<file path="config.mk">
export PLATFORM = sky130hd
export DESIGN_NAME = icache_tag_array
export DESIGN_NICKNAME = d
export VERILOG_FILES = /design/src/logic/icache_pkg.sv /design/src/logic/icache_tag_array.sv
export VERILOG_INCLUDE_DIRS = /design/src /design/src/logic
export SDC_FILE = /design/constraint.sdc
export NUM_CORES = 2
export LEC_CHECK = 0
export BUFFER_PORTS_ARGS = -buffer_cell sky130_fd_sc_hd__clkbuf_2
export CAP_MARGIN = 10
export CORE_UTILIZATION = 40
export CTS_CLUSTER_SIZE = 28
export DETAILED_ROUTE_END_ITERATION = 7
export GPL_TIMING_DRIVEN = 0
export SLEW_MARGIN = 5
export SYNTH_ARGS = -nofsm -noshare
export SYNTH_HDL_FRONTEND = slang
export SYNTH_SLANG_ARGS = --single-unit
</file>
<file path="constraint.sdc">
create_clock -name clk -period 7.4 [get_ports clk]
set_clock_uncertainty 0.2 [all_clocks]
set_input_delay 0.74 -clock clk [delete_from_list [all_inputs] [get_ports clk]]
set_output_delay 0.74 -clock clk [all_outputs]
set_load 0.01 [all_outputs]
</file>
<file path="src/logic/icache_macros.svh">
//****************************************
// icache geometry
// address split, way count and the
// memory beat and line widths
//****************************************

`ifndef ICACHE_MACROS_SVH
`define ICACHE_MACROS_SVH

// fetch address split as tag | index | offset
`define ICACHE_ADDR_W    32
`define ICACHE_TAG_W     22
`define ICACHE_INDEX_W   6   // 64 sets
`define ICACHE_OFFSET_W  4   // 16 byte lines

// organisation
`define ICACHE_WAYS      2

// memory beat and full line
`define ICACHE_BEAT_W    64
`define ICACHE_LINE_W    128 // two beats per line

`endif

</file>
<file path="src/logic/icache_pkg.sv">
//****************************************
// icache types
// fetch address views and the records
// passed between the cache blocks
//****************************************

`include "icache_macros.svh"

package icache_pkg;

  // field view of a fetch address
  typedef struct packed {
    logic [`ICACHE_TAG_W-1:0]    tag;
    logic [`ICACHE_INDEX_W-1:0]  index;
    logic [`ICACHE_OFFSET_W-1:0] offset;
  } fetch_fields_t;

  // same word, raw or split
  typedef union packed {
    logic [`ICACHE_ADDR_W-1:0] raw;
    fetch_fields_t             f;
  } fetch_addr_u;

  // memory read request
  typedef struct packed {
    logic [`ICACHE_ADDR_W-1:0] addr;  // line aligned
    logic                      len;   // 1 = two beats
  } mem_ar_t;

  // tag array update
  typedef struct packed {
    logic                       way;
    logic [`ICACHE_INDEX_W-1:0] index;
    logic [`ICACHE_TAG_W-1:0]   tag;
    logic                       valid;
  } tag_wr_t;

  // half-line write into the data array
  typedef struct packed {
    logic                       way;
    logic [`ICACHE_INDEX_W-1:0] index;
    logic                       half;  // 0 = low 64 bits
    logic [`ICACHE_BEAT_W-1:0]  data;
  } fill_wr_t;

endpackage

</file>
<file path="src/logic/icache_tag_array.sv">
//****************************************
// icache tag array
// tag and valid per way and set,
// parallel compare and hit way encode
//****************************************

`timescale 1ns/1ps
`include "icache_macros.svh"

module icache_tag_array (
  input  logic                       clk,
  input  logic                       rst,
  input  logic [`ICACHE_INDEX_W-1:0] lookup_index_i,
  input  logic [`ICACHE_TAG_W-1:0]   lookup_tag_i,
  output logic                       hit_o,
  output logic                       hit_way_o,
  input  icache_pkg::tag_wr_t        tag_wr_i,
  input  logic                       tag_wr_en_i
);

  localparam int unsigned SETS = 1 << `ICACHE_INDEX_W;

  logic [`ICACHE_TAG_W-1:0] tag_mem [`ICACHE_WAYS][SETS];
  logic [SETS-1:0]          valid_q [`ICACHE_WAYS];
  logic [`ICACHE_WAYS-1:0]  hit_vec;

  // valid bits all cleared on reset
  always_ff @(posedge clk) begin
    if (rst) begin
      for (int w = 0; w < `ICACHE_WAYS; w++) begin
        valid_q[w] <= '0;
      end
    end else if (tag_wr_en_i) begin
      valid_q[tag_wr_i.way][tag_wr_i.index] <= tag_wr_i.valid;
    end
  end

  always_ff @(posedge clk) begin
    if (tag_wr_en_i) begin
      tag_mem[tag_wr_i.way][tag_wr_i.index] <= tag_wr_i.tag;
    end
  end

  // compare every way at once
  always_comb begin
    for (int w = 0; w < `ICACHE_WAYS; w++) begin
      hit_vec[w] = valid_q[w][lookup_index_i] &&
                   (tag_mem[w][lookup_index_i] == lookup_tag_i);
    end
  end

  always_comb begin
    hit_way_o = 1'b0;
    for (int w = 0; w < `ICACHE_WAYS; w++) begin
      if (hit_vec[w]) begin
        hit_way_o = w[0];
      end
    end
  end

  assign hit_o = |hit_vec;

  // a line is only ever resident in one way
  a_single_hit: assert property (@(posedge clk) disable iff (rst)
    $onehot0(hit_vec))
    else $error("tag hit in more than one way");

endmodule

</file>
## Yosys cells after proc, flatten, opt, wreduce, memory -nomap -nowiden

Memories as Yosys holds them, arrays and structs flattened.
Index checks and enable logic that the tools add are counted.

| word-level totals | value |
|---|---|
| bits in writable memories | 2,944 |
| word-level logic and storage cells | 42 |
| output and inout bits | 2 |
| register bits | 0 |
| memories kept | 2 |

Memories:

| memory | depth | bits a word | read ports | clocked after Yosys merged registers in | wr ports | line | source |
|---|---|---|---|---|---|---|---|
| tag_mem | 2 | 1,408 | 2 | 0 | 1 | icache_tag_array.sv:23 | `` logic [`ICACHE_TAG_W-1:0] tag_mem [`ICACHE_WAYS][SETS]; `` |
| valid_q | 2 | 64 | 2 | 0 | 2 | icache_tag_array.sv:24 | `` logic [SETS-1:0] valid_q [`ICACHE_WAYS]; `` |

| operators by class | value |
|---|---|
| reduce and logical (&&, ||, !) cells | 6 |
| order comparisons | 6 |
| bitwise operators | 2 |
| mux-type cells | 24 |
| equal/unequal tests | 2 |

Operator list:

| kind | count |
|---|---|
| $mux W1408 | 1 |
| $bmux W22 S6 | 2 |
| $mux W64 | 3 |
| $demux W22 S6 | 1 |
| $mux W22 | 5 |
| $reduce_or A64 Y1 | 1 |
| $eq A22 B22 Y1 | 2 |
| $ge A7 B7 Y1 const B | 2 |
| $lt A6 B7 Y1 const B | 2 |
| $not A6 Y7 | 2 |
| $bmux W1 S6 | 2 |
| $mux W1 | 9 |
| $lt A7 B1 Y1 const B | 1 |
| $demux W1 S6 | 1 |
| $ge A6 B1 Y1 const B | 1 |
| $logic_and A1 B1 Y1 | 4 |
| $reduce_or A2 Y1 | 1 |

## Logic depth before layout (Yosys ltp)

| logic depth | value |
|---|---|
| depth after elaboration | 7 |
| mapped depth | 15 |
| depth with buffers taken out | 9 |

## Worst setup path before layout

Ideal clock, no wire load.

| timing | value |
|---|---|
| kind | input to output |
| start | input port lookup_index_i[0] |
| end | output port hit_o |
| buffers on the path | 5 |
| stages on the path | 13 |
| arrival | 3,337 ps |
| path slack | 3,123 ps |
| path through | buf_6 -> buf_6 -> buf_4 -> buf_2 -> buf_4 -> mux2i_1 -> o22ai_1 -> or2_2 -> a32oi_1 -> o32a_1 -> mux2i_1 -> nand4_1 -> o41ai_2 |

| between the ends | value |
|---|---|
| cells in the longest elaborated chain, start to end | 7 |
| elaborated cells between the ends (all ways) | 16 |

Ends and longest elaborated chain:

| element | line | source |
|---|---|---|
| start, declared | icache_tag_array.sv:13 | `` input logic [`ICACHE_INDEX_W-1:0] lookup_index_i, `` |
| $not A6 Y7 (implied by the code) | icache_tag_array.sv:48 | `(tag_mem[w][lookup_index_i] == lookup_tag_i);` |
| $bmux W22 S6 | icache_tag_array.sv:48 |  |
| $mux W22 (implied by the code) (2 in series) | icache_tag_array.sv:48 |  |
| $eq A22 B22 Y1 | icache_tag_array.sv:48 |  |
| $logic_and A1 B1 Y1 | icache_tag_array.sv:47 | `hit_vec[w] = valid_q[w][lookup_index_i] &&` |
| $reduce_or A2 Y1 (*) | icache_tag_array.sv:61 | `assign hit_o = \|hit_vec;` |
| end, declared | icache_tag_array.sv:15 | `output logic hit_o,` |

Every way passes the cells marked *; elsewhere a longest branch is shown, timed or not. The select of a mux whose other input is x is not followed.

## Final worst setup path

| timing | value |
|---|---|
| start | input port lookup_index_i[5] |
| end | output port hit_o |

Same word-level chain as after synthesis.

==> run summary <==
Pre-Repair DR Iteration Count: 8
Pwr Density: 269.9 nW/um^2
Area of the multi-input gates: 26140 um^2
Max-capacitance violation count: 3
Post-Syn Instances: 5632
Total track usage: 38.35%
CP max FO: 11
Layout cells sized above 1: 27.98%
Drt wl/cell: 55.12 um
Syn Nets: 5693
Die Width: 539.2 um
Setup Viol. Count Final: 2
Crit path time final: 7.781 ns
Maximum vdd drop: 0.2075 mV
Yosys warnings: 0
Largest net degree at the start of global routing: 129
Buffers added on ports: 56
Die height: 539.2 um
Cell taking the most area after synthesis: edfxtp_1
Register area: 88400 um^2
Crit path DAT: 6.84 ns
Required @ worst endpoint: 6.46 ns
Part of the cycle the worst path needs: 105.1%
Final Max Tran Viols: 3
Placer congestion estimate: 1.090
Final core utilization: 47.50%
Worst-path clk slew: 0.06 ns
Via count: 71320
Setup ws final: -0.3809 ns
CTS tree: yes
Full die area: 290700 um^2
Hold Crit Class: in2reg
Num CTS Buffers: 307
Initial core utilization: 40.34%
Hold Fails Final Rpt: 0
Failing checks: max-capacitance violations, max-slew violations, negative setup slack
Seq/Total Area, Yosys: 76.58%
DRC Markers: 0
EDFF count, synth: 2944
Root Driver: clkbuf_16
Static leakage power: 0.04329 uW
Max Clock Freq: 0.1285 GHz
Count leader, synth: edfxtp_1
Largest cells by area after synthesis: edfxtp_1, mux4_2, mux2i_1, a22oi_1, or2_2
Slew headroom: -15.33%
Nets: 6252
Cell Rows: 196
Top cell type's share of synthesized area: 76.58%
Post-synth top cells: edfxtp_1, mux4_2, mux2i_1
Max Buffers Root-to-Sink: 4
Overflow after GRT: 0
Crit path kind: in2out
H-tree depth: 5
Distinct cells, synth: 81
Mean Syn Cell Area: 20.50 um^2
Initial antenna violation count: 81
Run status: finished with violations
IO Pins: 63
Actual slew at the worst max-slew pin: 1.686 ns
CP Launch Type: primary input
Async SR Flop Fraction: 0%
CP Launch Point: lookup_index_i[5]
Vias in the first global route: 64514
Area added between synthesis and finish: 17.77%
Placed wire-length estimate: 380300 um
Worst Setup End Kind: output port
First-pass GRT wire length: 701700 um
Post-synth top flop: edfxtp_1
# fillers: 23499
Avg Vias per Cell: 6.974
Initial detailed-routing violation count: 15522
RSZ-0062 raised after global routing: no
Total power: 36690 uW
Routed wire length: 563600 um
Sink Count: 2944
Min-delay src: tag_wr_i[1]
FF+latch count, synth: 2944
Mapped Area: 115400 um^2
Routed Antenna Nets: 0
Area of the core: 286200 um^2
[per-layer routing]
metal | vias up | part of all wire [%] | global-route usage (%)
met5 | - | 0.041 | 0.2301
met4 | 24 | 10 | 32.90
met3 | 1700 | 16 | 15.86
met2 | 7247 | 41 | 53.34
met1 | 37650 | 33 | 46.02
li1 | 24699 | - | -
[power by group]
| group | leakage (uW) | total [uW] | switching [uW] | internal (uW) |
|---|---|---|---|---|
| Clock | 0.00466 | 15300 | 6730 | 8560 |
| Combinational | 0.0121 | 2940 | 2220 | 727 |
| Sequential | 0.0265 | 18500 | 25.0 | 18400 |
| Total | 0.0433 | 36700 | 8970 | 27700 |
[registers in the layout, summed over array words and instances, names as in the netlist]
name and flops:
tag_mem 2816, valid_q 128
[final timing paths]
check                        endpoint  cells after the start
worst max-delay path            hit_o                     15
worst min-delay path  tag_mem[0][330]                      1
[placed cells by master, fill, tap and decap left out, types with 39 or more instances in the layout]
master / n
edfxtp_1: 2944
mux4_2: 557
mux2i_1: 379
clkbuf_16: 314
a22oi_1: 183
nor3_1: 148
or2_2: 135
nor2_4: 130
clkbuf_1: 128
nand2_1: 120
buf_2: 96
clkbuf_2: 94
buf_12: 90
o22ai_1: 88
buf_16: 88
buf_4: 83
clkinv_1: 74
nand3_1: 68
a21oi_1: 48
diode_2: 44
clkinv_2: 44
nor2_1: 39
[layout make-up]
cell class                      instances  area share (%)
Clock buffer                          377           5.953
Buffer                                354           1.586
Multi-Input combinational cell       2324           19.23
Timing Repair Buffer                  251           3.583
Inverter                                9         0.02577
Antenna cell                           44         0.08099
Tap cell                             3762           3.462
Sequential cell                      2944           65.03
Clock inverter                        161           1.054
[worst max-delay path, stage by stage]
cell	delay (ns)
clkbuf_2	0.20
clkbuf_2	0.41
buf_2	0.47
buf_2	0.60
buf_2	0.71
nand2b_2	0.59
a221oi_1	0.39
nand2_1	0.20
nand3_1	0.26
nand3_1	0.34
xnor2_1	0.24
a2111oi_0	0.48
nand4_1	0.24
o41ai_4	0.66
clkbuf_2	0.24
[cell families after synthesis]
logic type / share of synthesized area (%)
buffers and inverters: 1.698
XOR/XNOR: 0.2883
multiplexers: 14.52
AND/OR/NAND/NOR: 3.494
flip-flops: 76.58
AO/OA/AOI/OAI: 3.416
[through the flow]
stage	std cells	instance area [um^2]	hold WS, ns	TNS [ns]	setup slack (ns)
floorplan	5632	115400	0.6389	0	3.123
global placement	9450	120400	1.464	-4.226	-2.270
detailed placement	9638	126000	0.8069	-2.925	-1.627
CTS	10182	135800	0.04352	0	0.03098
global route	10194	135900	0.06853	0	0.007333
finish	10226	136000	0.07011	-0.7311	-0.3809
[repair_timing]
item                                    in CTS  in global routing
resized for setup                           55                 12
endpoints found under the hold margin       56                  0
hold buffers                                 4                  0
buffers inserted                             2                  0
endpoints found under the setup margin       2                  2
gates cloned                                 0                  0
pin swaps                                    1                  0
No activity file was read; power rests on OpenSTA's default activity.
