**src/logic/icache_macros.svh**
```systemverilog
//****************************************
// icache geometry
// address split, way count and the
// memory beat and line widths
//****************************************

`ifndef ICACHE_MACROS_SVH
`define ICACHE_MACROS_SVH

// fetch address split as tag | index | offset
`define ICACHE_ADDR_W    32
`define ICACHE_TAG_W     22
`define ICACHE_INDEX_W   6   // 64 sets
`define ICACHE_OFFSET_W  4   // 16 byte lines

// organisation
`define ICACHE_WAYS      2

// memory beat and full line
`define ICACHE_BEAT_W    64
`define ICACHE_LINE_W    128 // two beats per line

`endif

```
**src/logic/icache_pkg.sv**
```systemverilog
//****************************************
// icache types
// fetch address views and the records
// passed between the cache blocks
//****************************************

`include "icache_macros.svh"

package icache_pkg;

  // field view of a fetch address
  typedef struct packed {
    logic [`ICACHE_TAG_W-1:0]    tag;
    logic [`ICACHE_INDEX_W-1:0]  index;
    logic [`ICACHE_OFFSET_W-1:0] offset;
  } fetch_fields_t;

  // same word, raw or split
  typedef union packed {
    logic [`ICACHE_ADDR_W-1:0] raw;
    fetch_fields_t             f;
  } fetch_addr_u;

  // memory read request
  typedef struct packed {
    logic [`ICACHE_ADDR_W-1:0] addr;  // line aligned
    logic                      len;   // 1 = two beats
  } mem_ar_t;

  // tag array update
  typedef struct packed {
    logic                       way;
    logic [`ICACHE_INDEX_W-1:0] index;
    logic [`ICACHE_TAG_W-1:0]   tag;
    logic                       valid;
  } tag_wr_t;

  // half-line write into the data array
  typedef struct packed {
    logic                       way;
    logic [`ICACHE_INDEX_W-1:0] index;
    logic                       half;  // 0 = low 64 bits
    logic [`ICACHE_BEAT_W-1:0]  data;
  } fill_wr_t;

endpackage

```
**src/logic/icache_ctrl.sv**
```systemverilog
//****************************************
// icache controller
// lookup, miss request, two-beat fill
// and line return with back-pressure
//****************************************

`timescale 1ns/1ps
`include "icache_macros.svh"

module icache_ctrl (
  input  logic                       clk,
  input  logic                       rst,
  input  logic                       fetch_valid_i,
  output logic                       fetch_ready_o,
  input  icache_pkg::fetch_addr_u    fetch_addr_i,
  output logic                       line_valid_o,
  input  logic                       line_ready_i,
  output logic [`ICACHE_LINE_W-1:0]  line_data_o,
  output logic                       mem_ar_valid_o,
  input  logic                       mem_ar_ready_i,
  output icache_pkg::mem_ar_t        mem_ar_o,
  input  logic                       mem_r_valid_i,
  output logic                       mem_r_ready_o,
  input  logic [`ICACHE_BEAT_W-1:0]  mem_r_data_i,
  output logic [`ICACHE_INDEX_W-1:0] lookup_index_o,
  output logic [`ICACHE_TAG_W-1:0]   lookup_tag_o,
  input  logic                       hit_i,
  input  logic                       hit_way_i,
  input  logic                       victim_way_i,
  input  logic                       beat_i,
  output logic                       beat_step_o,
  output logic                       burst_start_o,
  output icache_pkg::tag_wr_t        tag_wr_o,
  output logic                       tag_wr_en_o,
  output icache_pkg::fill_wr_t       fill_wr_o,
  output logic                       fill_wr_en_o,
  output logic [`ICACHE_INDEX_W-1:0] rd_index_o,
  output logic                       rd_way_o,
  input  logic [`ICACHE_LINE_W-1:0]  rd_data_i
);

  typedef enum logic [2:0] {ST_IDLE, ST_HIT, ST_AR, ST_R, ST_HOLD} state_e;

  state_e                  state_q;
  state_e                  state_d;
  icache_pkg::fetch_addr_u addr_q;      // accepted fetch address
  logic                    way_q;       // hit way or chosen victim
  logic                    ar_valid_q;
  logic [`ICACHE_LINE_W/`ICACHE_BEAT_W-1:0][`ICACHE_BEAT_W-1:0] line_q;

  logic accept;
  logic miss;
  logic ar_fire;
  logic r_fire;
  logic last_beat;

  assign accept    = fetch_valid_i && fetch_ready_o;
  assign miss      = accept && !hit_i;
  assign ar_fire   = mem_ar_valid_o && mem_ar_ready_i;
  assign r_fire    = mem_r_valid_i && mem_r_ready_o;
  assign last_beat = r_fire && beat_i;

  always_comb begin
    state_d = state_q;
    case (state_q)
      ST_IDLE: if (accept) state_d = hit_i ? ST_HIT : ST_AR;
      ST_HIT:  if (line_ready_i) state_d = ST_IDLE;
      ST_AR:   if (ar_fire) state_d = ST_R;
      ST_R:    if (last_beat) state_d = ST_HOLD;
      ST_HOLD: if (line_ready_i) state_d = ST_IDLE;
      default: state_d = ST_IDLE;
    endcase
  end

  always_ff @(posedge clk) begin
    if (rst) begin
      state_q    <= ST_IDLE;
      ar_valid_q <= 1'b0;
    end else begin
      state_q <= state_d;
      if (miss) begin
        ar_valid_q <= 1'b1;
      end else if (ar_fire) begin
        ar_valid_q <= 1'b0;
      end
    end
  end

  always_ff @(posedge clk) begin
    if (accept) begin
      addr_q.raw <= fetch_addr_i.raw;
      way_q      <= hit_i ? hit_way_i : victim_way_i;
    end
    if (r_fire) begin
      line_q[beat_i] <= mem_r_data_i;  // assemble line for HOLD
    end
  end

  // fetch side
  assign fetch_ready_o = (state_q == ST_IDLE);
  assign line_valid_o  = (state_q == ST_HIT) || (state_q == ST_HOLD);
  assign line_data_o   = (state_q == ST_HIT) ? rd_data_i : line_q;

  // memory side
  assign mem_ar_valid_o = ar_valid_q;
  assign mem_ar_o.addr  = {addr_q.raw[`ICACHE_ADDR_W-1:`ICACHE_OFFSET_W],
                           {`ICACHE_OFFSET_W{1'b0}}};
  assign mem_ar_o.len   = 1'b1;
  assign mem_r_ready_o  = (state_q == ST_R);

  // lookup always follows the incoming address
  assign lookup_index_o = fetch_addr_i.f.index;
  assign lookup_tag_o   = fetch_addr_i.f.tag;

  assign burst_start_o = miss;
  assign beat_step_o   = r_fire && !beat_i;

  // new tag goes in invalid on miss, valid after the last beat
  assign tag_wr_en_o = miss || last_beat;
  always_comb begin
    if (state_q == ST_IDLE) begin
      tag_wr_o.way   = victim_way_i;
      tag_wr_o.index = fetch_addr_i.f.index;
      tag_wr_o.tag   = fetch_addr_i.f.tag;
      tag_wr_o.valid = 1'b0;
    end else begin
      tag_wr_o.way   = way_q;
      tag_wr_o.index = addr_q.f.index;
      tag_wr_o.tag   = addr_q.f.tag;
      tag_wr_o.valid = 1'b1;
    end
  end

  assign fill_wr_en_o    = r_fire;
  assign fill_wr_o.way   = way_q;
  assign fill_wr_o.index = addr_q.f.index;
  assign fill_wr_o.half  = beat_i;
  assign fill_wr_o.data  = mem_r_data_i;

  // read the hit line during IDLE, keep it steady while in HIT
  assign rd_index_o = (state_q == ST_IDLE) ? fetch_addr_i.f.index : addr_q.f.index;
  assign rd_way_o   = (state_q == ST_IDLE) ? hit_way_i : way_q;

  a_ar_only_in_ar: assert property (@(posedge clk) disable iff (rst)
    mem_ar_valid_o |-> (state_q == ST_AR))
    else $error("mem_ar_valid_o high outside AR");

  a_line_hold: assert property (@(posedge clk) disable iff (rst)
    line_valid_o && !line_ready_i |=> line_valid_o && $stable(line_data_o))
    else $error("line dropped or changed before transfer");

endmodule

```
**config.mk**
```make
export PLATFORM = sky130hd
export DESIGN_NAME = icache_ctrl
export DESIGN_NICKNAME = d
export VERILOG_FILES = /design/src/logic/icache_pkg.sv /design/src/logic/icache_ctrl.sv
export VERILOG_INCLUDE_DIRS = /design/src /design/src/logic
export SDC_FILE = /design/constraint.sdc
export NUM_CORES = 1
export LEC_CHECK = 0
export BUFFER_PORTS_ARGS = -buffer_cell sky130_fd_sc_hd__buf_2
export CAP_MARGIN = 25
export CORE_AREA = 2 2 208 210
export CTS_BUF_LIST = sky130_fd_sc_hd__clkbuf_16
export DETAILED_ROUTE_END_ITERATION = 10
export DIE_AREA = 0 0 210 212
export SYNTH_ARGS = -nofsm -noshare
export SYNTH_HDL_FRONTEND = slang
export SYNTH_SLANG_ARGS = --single-unit
```
**constraint.sdc**
```tcl
create_clock -name clk -period 4.9 [get_ports clk]
set_clock_uncertainty 0.15 [all_clocks]
set_input_delay 0.98 -clock clk [delete_from_list [all_inputs] [get_ports clk]]
set_output_delay 0.98 -clock clk [all_outputs]
set_load 0.02 [all_outputs]
```
# ---- Word level (Yosys, flattened, before mapping)
# Cells that the tools add are included.
# W data, S select, Z words.
dict set report totals {
  ramBits 0
  ff_bits 165
  latchBits 0
  inputBits 234
  mem_count 0
  output_inout_bits 306
  rom_bits 0
}
dict set report classes {
  addsub 0
  mul 0
  bitwise 0
  div 0
  shifts 0
  n_reduce_logical 15
  order_cmp 2
  n_eq_ne 8
  muxes 16
}
# cell count
set op_table {}
lappend op_table {{$bwmux W128} 1}
lappend op_table {{$mux W128} 1}
lappend op_table {{$demux W64 S1} 1}
lappend op_table {{$mux W64} 1}
lappend op_table {{$mux W30} 1}
lappend op_table {{$mux W3} 4}
lappend op_table {{$pmux W3 S4} 1}
lappend op_table {{$logic_and A1 B1 Y1} 7}
lappend op_table {{$eq A3 B2 Y1 const B} 2}
lappend op_table {{$mux W6} 1}
lappend op_table {{$ne A2 B1 Y1 const B} 3}
lappend op_table {{$mux W1} 4}
lappend op_table {{$reduce_and A4 Y1} 1}
lappend op_table {{$eq A3 B1 Y1 const B} 1}
lappend op_table {{$eq A3 B3 Y1 const B} 1}
lappend op_table {{$logic_not A3 Y1} 1}
lappend op_table {{$logic_not A1 Y1} 2}
lappend op_table {{$logic_or A1 B1 Y1} 2}
lappend op_table {{$lt A1 B2 Y1 const B} 1}
lappend op_table {{$mux W2} 1}
lappend op_table {{$ne A2 B2 Y1 const B} 1}
lappend op_table {{$reduce_bool A2 Y1} 1}
lappend op_table {{$reduce_or A2 Y1} 1}
lappend op_table {{$ge A1 B1 Y1 const B} 1}

# ---- Logic depth before layout (Yosys ltp)
# Gate-level depths: netlist (run 1).
dict set report logic_depth {
  depth_word 5
  mapped_depth 6
}

# ---- Worst setup path before layout (run 1)
# OpenSTA, ideal clock, no wires.
dict set report synth_path {
  kind {flip-flop to output port}
  startpoint {reg state_q[2]}
  endpoint {out beat_step_o}
  slack_ns -0.636
  t_arrival_ns 4.406
  path_stages_with_launch 5
  required_time_ns 3.770
  n_path_buf 0
  path_cell_list {dfxtp_1 -> nand2b_1 -> nor2_1 -> and2_1 -> nor2b_1}
}
dict set report synth_via {
  elab_chain_cells 3
}
# item line
set synth_lines {}
lappend synth_lines {{from (decl)} icache_ctrl.sv:44} ;# state_e state_q;
lappend synth_lines {{from (signal assigned)} icache_ctrl.sv:80} ;# state_q <= state_d;
lappend synth_lines {{$eq A3 B2 Y1} icache_ctrl.sv:109} ;# assign mem_r_ready_o = (state_q == ST_R);
lappend synth_lines {{via mem_r_ready_o} icache_ctrl.sv:23} ;# output logic mem_r_ready_o,
lappend synth_lines {{$logic_and A1 B1 Y1} icache_ctrl.sv:60} ;# assign r_fire = mem_r_valid_i && mem_r_ready_o;
lappend synth_lines {{via fill_wr_en_o} icache_ctrl.sv:36} ;# output logic fill_wr_en_o,
lappend synth_lines {{$logic_and A1 B1 Y1} icache_ctrl.sv:116} ;# assign beat_step_o = r_fire && !beat_i;
lappend synth_lines {{to (decl)} icache_ctrl.sv:31} ;# output logic beat_step_o,
# The timed path passes the listed nets, and every way through them passes these cells.

# ---- Final worst setup path (run 1)
dict set report layout_path {
  startpoint {reg state_q[0]}
  endpoint {out tag_wr_en_o}
}
dict set report layout_via {
  elab_chain_cells 4
  elab_cells_between_ends 7
  classes_between {1 x eq/ne; 6 x reduce/logical}
}
# item line
set layout_lines {}
lappend layout_lines {{$logic_not A3 Y1} icache_ctrl.sv:100} ;# assign fetch_ready_o = (state_q == ST_IDLE);
lappend layout_lines {{$logic_and A1 B1 Y1} icache_ctrl.sv:57} ;# assign accept = fetch_valid_i && fetch_ready_o;
lappend layout_lines {{via accept} icache_ctrl.sv:51} ;# logic accept;
lappend layout_lines {{$logic_and A1 B1 Y1} icache_ctrl.sv:58} ;# assign miss = accept && !hit_i;
lappend layout_lines {{$logic_or A1 B1 Y1} icache_ctrl.sv:119} ;# assign tag_wr_en_o = miss || last_beat;
lappend layout_lines {{to (decl)} icache_ctrl.sv:34} ;# output logic tag_wr_en_o,
# The timed path passes the listed nets, and every way through them passes these cells.

==> results of run 1 <==
-- stage by stage --
stage / utilization [%] / cells / worst slack [ps]
finish: 25.49 / 1482 / 940.1
global route: 25.49 / 1482 / 769.8
CTS: 25.47 / 1480 / 908.6
detailed placement: 24.16 / 1448 / 1406
global placement: 24.16 / 1448 / 1493
floorplan: - / 490 / 630.6
-- layer usage --
metal	routed length, um	share of wire [%]
met1	9090	37
met2	12310	50
met3	1643	6.7
met4	1481	6.0
met5	0	0
-- worst max path at each step --
stage | cells past startpoint | slack, ps | end
2_1_floorplan | 4 | 630 | beat_step_o
3_3_place_gp | 8 | 1490 | tag_wr_en_o
3_5_place_dp | 8 | 1410 | tag_wr_en_o
4_1_cts | 8 | 910 | tag_wr_en_o
5_1_grt | 8 | 770 | tag_wr_en_o
6_report | 8 | 940 | tag_wr_en_o
-- tightest hold or removal path, delay by kind of cell (launching register included) --
kind	cells	cell delay [ps]
flip-flops	1	390
buffers and inverters	1	90
AO/OA/AOI/OAI	1	60
-- cells in the final DEF, fill, tap and decap left out, types with 5 or more instances in the layout --
master and n:
buf_2 530, buf_4 8, clkbuf_16 17, conb_1 5, edfxtp_1 157, inv_6 5, mux2_1 14, mux2_2 145
nand2_1 7
-- cells by family after synthesis --
kind of cell	synth area share (%)
other	0.09625
xor gates and xnor gates	0.1123
buffers and inverters	12.94
muxes	22.95
DFF	61.45
AOI/OAI and AO/OA	0.9301
and+or+nand+nor	1.524
-- state kept, by name (all words and copies together), names as in the netlist --
signal          count
line_q            128
mem_ar_valid_o      1
addr_q             28
way_q               1
state_q             3
-- area by class of cell --
type	instances	area, sq um
well taps	546	683.2
multi-input cells	198	2029
flip-flops and latches	161	4795
diodes	2	5.005
inverters	3	11.26
clock buffers	17	425.4
fillers	4486	31670
clock inverters	15	131.4
repair buffers	540	2753
-- power by group through the flow --
stage | Combinational (mW) | Clock (mW) | Sequential, mW
3_5_place_dp | 2.72 | 0 | 1.75
3_3_place_gp | 2.71 | 0 | 1.75
2_1_floorplan | 1.88 | 0 | 1.80
5_1_grt | 2.84 | 1.39 | 1.73
6_report | 2.70 | 1.28 | 1.72
4_1_cts | 2.72 | 1.34 | 1.72
==> out/metrics.cfg, run 1 <==
[timing]
hold_ws_ps = 430.8
min_period_ps = 3960
max_slew_margin_pct = 35.21
finalSetupViolations = 0
rsz0062_at_grt = false
fmax_mhz = 252.5
tns_ps = 0
period_share_pct = 80.82
hold_violations = 0
tightest_slew_ps = 971.9
drv_slew = 0

[clock_tree]
post_cts_buffers = 0
cts_buffer_depth = 2
clkSinkCount = 161
clk-insertion-delay-late_ps = 430
htreeDepth = 4
postCtsHoldBufs = 0
numCtsBuffers = 17
cts_resized = 0
cts_tree = done
path_clk_slew_ps = 70
clockRootBuffer = clkbuf_16

[routing]
routed_wl_um = 24520
postRouteAntennaNets = 0
vias = 5620
vias_per_cell = 3.792
dr.first_iter.drc_count = 158
first_pass_iters = 4
wire_per_inst_um = 16.55
drc_errors = 0

[yosys]
ys.flop_type = edfxtp_1
yosysTopAreaCell = edfxtp_1
synth.avg_cell_area_sq_um = 16.02
netlist_area_sq_um = 7802
ys_ff_latch = 161
syn_inst = 487
synth_cell_types = 29
synth-warning-count = 0
synth_top_area_share_pct = 60.42
synth_common_cells = 157 x edfxtp_1, 145 x mux2_2, 113 x buf_4
synth_edf_count = 157
yosys-top-cells-area = edfxtp_1 60%, mux2_2 21%, buf_4 11%
yosysMostFrequentCell = edfxtp_1
async_flop_share_pct = 0
synth-seq-area-share_pct = 61.45

[hold_path]
hp-class = reg -> reg
min_path_cells = 2
hold_path_end = state_q[2]
worstHoldStart = state_q[2]

[global_route]
use_met2_pct = 18.41
met1_usage_pct = 10.70
grt_pass1_wl_um = 33330
grt_pass1_vias = 5464
met3_usage_pct = 2.792
antenna_found_initial = 3
gr-total-overflow = 0
grtUsageTotal_pct = 10.45
gr-max-usage-layer = met2
grt_max_degree = 65

[power]
p_leak_nw = 4.591
ir_drop_mv = 0.4185
total_power_mw = 5.701
p_int_mw = 3.396
cellPowerDensity_nw_per_um2 = 526.2
p_sw_share_pct = 40.42
p_sw_mw = 2.304
combPwrFrac_pct = 47.3
seqPwrFrac_pct = 30.2
pwr-share-clk_pct = 22.5

[floorplan]
coreArea_sq_um = 42510
rows = 76
die-area_sq_um = 44520
boundaryPins = 540
die_height_um = 212
initial_utilization_pct = 18.36
die_w_um = 210

[cells_and_area]
fin_area_sq_um = 10830
layout-drive-gt1-share_pct = 77.19
nets = 1155
syn2layout_area_growth_pct = 38.84

[place]
post_dp_cell_area_sq_um = 10270
port_buffers = 530
gp_congestion = 0.8556
hpwl_um = 19630

[critical_path]
start_kind = flop
crit_family = buffers and inverters
crit_chain = nor2_1 -> nand2_1 -> inv_2 -> and2_1 -> buf_4 -> and2b_1 -> or2_1 -> buf_2
worstPathRequired_ps = 3770
crit_path_start = state_q[0]
cp_max_fo = 32
slowest_delay_ps = 550
crit_type = reg -> out
cp_slowest_cell = inv_2
r2r_cells = 4
critPathBufInv = 3
worstReg2RegStart = state_q[0]
end_kind = output port
rr_endpoint = line_q[69]
reg2reg_slack_ps = 2370
worstPathArrival_ps = 2830

[status]
outcome = complete, no violations

[job]
cap_violations = 0

(Power assumes the default switching activity.)
==> run 2, diff against run 1 <==
--- a/config.mk
+++ b/config.mk
@@ -8,10 +8,10 @@
 export LEC_CHECK = 0
 export BUFFER_PORTS_ARGS = -buffer_cell sky130_fd_sc_hd__buf_2
 export CAP_MARGIN = 25
-export CORE_AREA = 2 2 208 210
+export CORE_AREA = 2 2 210 212
 export CTS_BUF_LIST = sky130_fd_sc_hd__clkbuf_16
 export DETAILED_ROUTE_END_ITERATION = 10
-export DIE_AREA = 0 0 210 212
+export DIE_AREA = 0 0 212 214
 export SYNTH_ARGS = -nofsm -noshare
 export SYNTH_HDL_FRONTEND = slang
 export SYNTH_SLANG_ARGS = --single-unit
==> constraint.sdc (replaced) <==
create_clock -name clk -period 3.7 [get_ports clk]
set_clock_uncertainty 0.15 [all_clocks]
set_input_delay 0.74 -clock clk [delete_from_list [all_inputs] [get_ports clk]]
set_output_delay 0.74 -clock clk [all_outputs]
set_load 0.02 [all_outputs]
==> out/metrics.cfg, run 2 (synthesis results as in run 1) <==
[timing]
max_slew_margin_pct = 54.43  ; +19 points
hold_violations = 0  ; unchanged
period_share_pct = 90.43
fmax_mhz = 298.9
tns_ps = 0  ; unchanged
rsz0062_at_grt = false
finalSetupViolations = 0  ; unchanged
min_period_ps = 3346
tightest_slew_ps = 682.5  ; -289.4 ps
drv_slew = 0  ; unchanged
hold_ws_ps = 335.8  ; -95.03 ps

[power]
p_leak_nw = 4.643  ; +1.1%
p_sw_share_pct = 39.19  ; -1.2 points
ir_drop_mv = 0.4946  ; +18%
pwr-share-clk_pct = 24.8  ; +2.3 points
cellPowerDensity_nw_per_um2 = 706.2  ; +34%
combPwrFrac_pct = 45.8  ; -1.5 points
seqPwrFrac_pct = 29.4  ; -0.8 points
p_int_mw = 4.717  ; +39%
p_sw_mw = 3.040  ; +32%

[clock_tree]
htreeDepth = 4  ; unchanged
cts_resized = 0  ; unchanged
post_cts_buffers = 0  ; unchanged
cts_tree = done
numCtsBuffers = 17  ; unchanged
postCtsHoldBufs = 0  ; unchanged
clockRootBuffer = clkbuf_16
clk-insertion-delay-late_ps = 450  ; +20 ps
cts_buffer_depth = 2  ; unchanged
clkSinkCount = 161  ; unchanged
path_clk_slew_ps = 70  ; about the same

[critical_path]
crit_type = reg -> out
cp_max_fo = 50  ; +56%
r2r_cells = 5  ; +1
end_kind = output port
worstReg2RegStart = state_q[0]
rr_endpoint = line_q[61]
worstPathArrival_ps = 2460  ; -370 ps
crit_path_start = state_q[0]
worstPathRequired_ps = 2810  ; -960 ps
start_kind = flop
critPathCapture = line_data_o[3]
reg2reg_slack_ps = 1190  ; -1180 ps

[global_route]
antenna_found_initial = 8  ; +5
grt_pass1_wl_um = 35250  ; +5.8%
use_met2_pct = 19.86  ; +1.4 points
gr-max-usage-layer = met2
grt_max_degree = 65  ; unchanged
met1_usage_pct = 10.86  ; +0.15 points
met3_usage_pct = 3.431  ; +0.64 points
gr-total-overflow = 0  ; unchanged
grt_pass1_vias = 5634  ; +3.1%
grtUsageTotal_pct = 10.92  ; +0.46 points

[cells_and_area]
fillers = 4497  ; +0.25%
top_regs = line_q x128, addr_q x28, state_q x3
nets = 1157  ; +0.17%
largest_register_ff_count = 128  ; unchanged
final_common_cell = buf_2
layout-drive-gt1-share_pct = 77.35  ; +0.16 points
post-route-util_pct = 25.62  ; +0.13 points
top_register = line_q
syn2layout_area_growth_pct = 40.79
stdcell_count = 1523  ; +2.8%
mostFrequentLayoutCells = 530 x buf_2, 157 x edfxtp_1, 145 x mux2_2

[floorplan]
initial_utilization_pct = 18.19  ; -0.16 points
die_w_um = 212  ; +0.95%
die-area_sq_um = 45370  ; +1.9%
coreArea_sq_um = 42890  ; +0.89%
die_height_um = 214  ; +0.94%
rows = 76  ; unchanged
boundaryPins = 540  ; unchanged

[routing]
dr.first_iter.drc_count = 160  ; +1.3%
postRouteAntennaNets = 0  ; unchanged
vias_per_cell = 3.728  ; -1.7%
drc_errors = 0  ; unchanged
routed_wl_um = 25970  ; +5.9%
vias = 5677  ; +1.0%
first_pass_iters = 5  ; +1
wire_per_inst_um = 17.05  ; +3.1%

[status]
outcome = complete, no violations

[place]
port_buffers = 530  ; unchanged
hpwl_um = 20670  ; +5.3%
gp_congestion = 0.8354  ; -2.4%
placed_cells = 1489  ; +2.8%

[hold_path]
hp-class = in -> reg

[job]
cap_violations = 0  ; unchanged

[run 2: cell types whose count changed in the layout (fill, tap and decap cells not counted)]
cell / delta
inv_8: +1
bufinv_16: +3
clkinv_1: -1
clkinvlp_4: -1
inv_6: -1
clkinv_2: -1
buf_12: +1
buf_4: +1
[run 2: worst min path at each step]
stage                       to             start  cells past startpoint  slack, ps
floorplan           state_q[2]        state_q[2]                      2        350
global placement    state_q[2]        state_q[2]                      2        390
detailed placement  state_q[2]        state_q[2]                      2        390
CTS                  addr_q[6]   fetch_addr_i[6]                      1        280
global route        addr_q[30]  fetch_addr_i[30]                      1        300
finish               addr_q[6]   fetch_addr_i[6]                      1        340
[run 2: stage by stage]
stage               total power, mW  setup slack [ps]  cell area (sq um)
global route                  8.110             163.2              10990
finish                        7.757             353.9              10990
CTS                           7.877             246.9              10980
detailed placement            5.892             781.5              10350
global placement              5.893             794.5              10350
floorplan                     4.883             399.3               7823
[run 2: worst max-delay path: stages, from the launching register on]
cell      delay [ps]
dfxtp_1          450
nand2b_1         170
nor2_4           460
buf_12           320
mux2_2           390
buf_2            160
[run 2: area by class of cell]
class / count / area, sq um / share of cell area (%)
Sequential cell: 161 / 4795 / 43.64
Tap cell: 585 / 732.0 / 6.663
Clock buffer: 17 / 425.4 / 3.872
Antenna cell: 2 / 5.005 / 0.04556
Timing Repair Buffer: 542 / 2780 / 25.31
Clock inverter: 15 / 207.7 / 1.891
Inverter: 3 / 11.26 / 0.1025
Multi-Input combinational cell: 198 / 2029 / 18.47
[run 2: power by group through the flow]
stage                     clock, mW  sequential (mW)  combinational, mW
after floorplan                   0             2.39               2.49
after global placement            0             2.32               3.58
after detailed placement          0             2.31               3.58
after CTS                      2.00             2.28               3.59
after global routing           2.07             2.30               3.75
final                          1.92             2.28               3.55
[run 2: layer usage]
metal	vias up	wire length, um
met5	-	41
met1	2703	9650
li1	2559	-
met2	364	13250
met3	45	2004
met4	6	1025
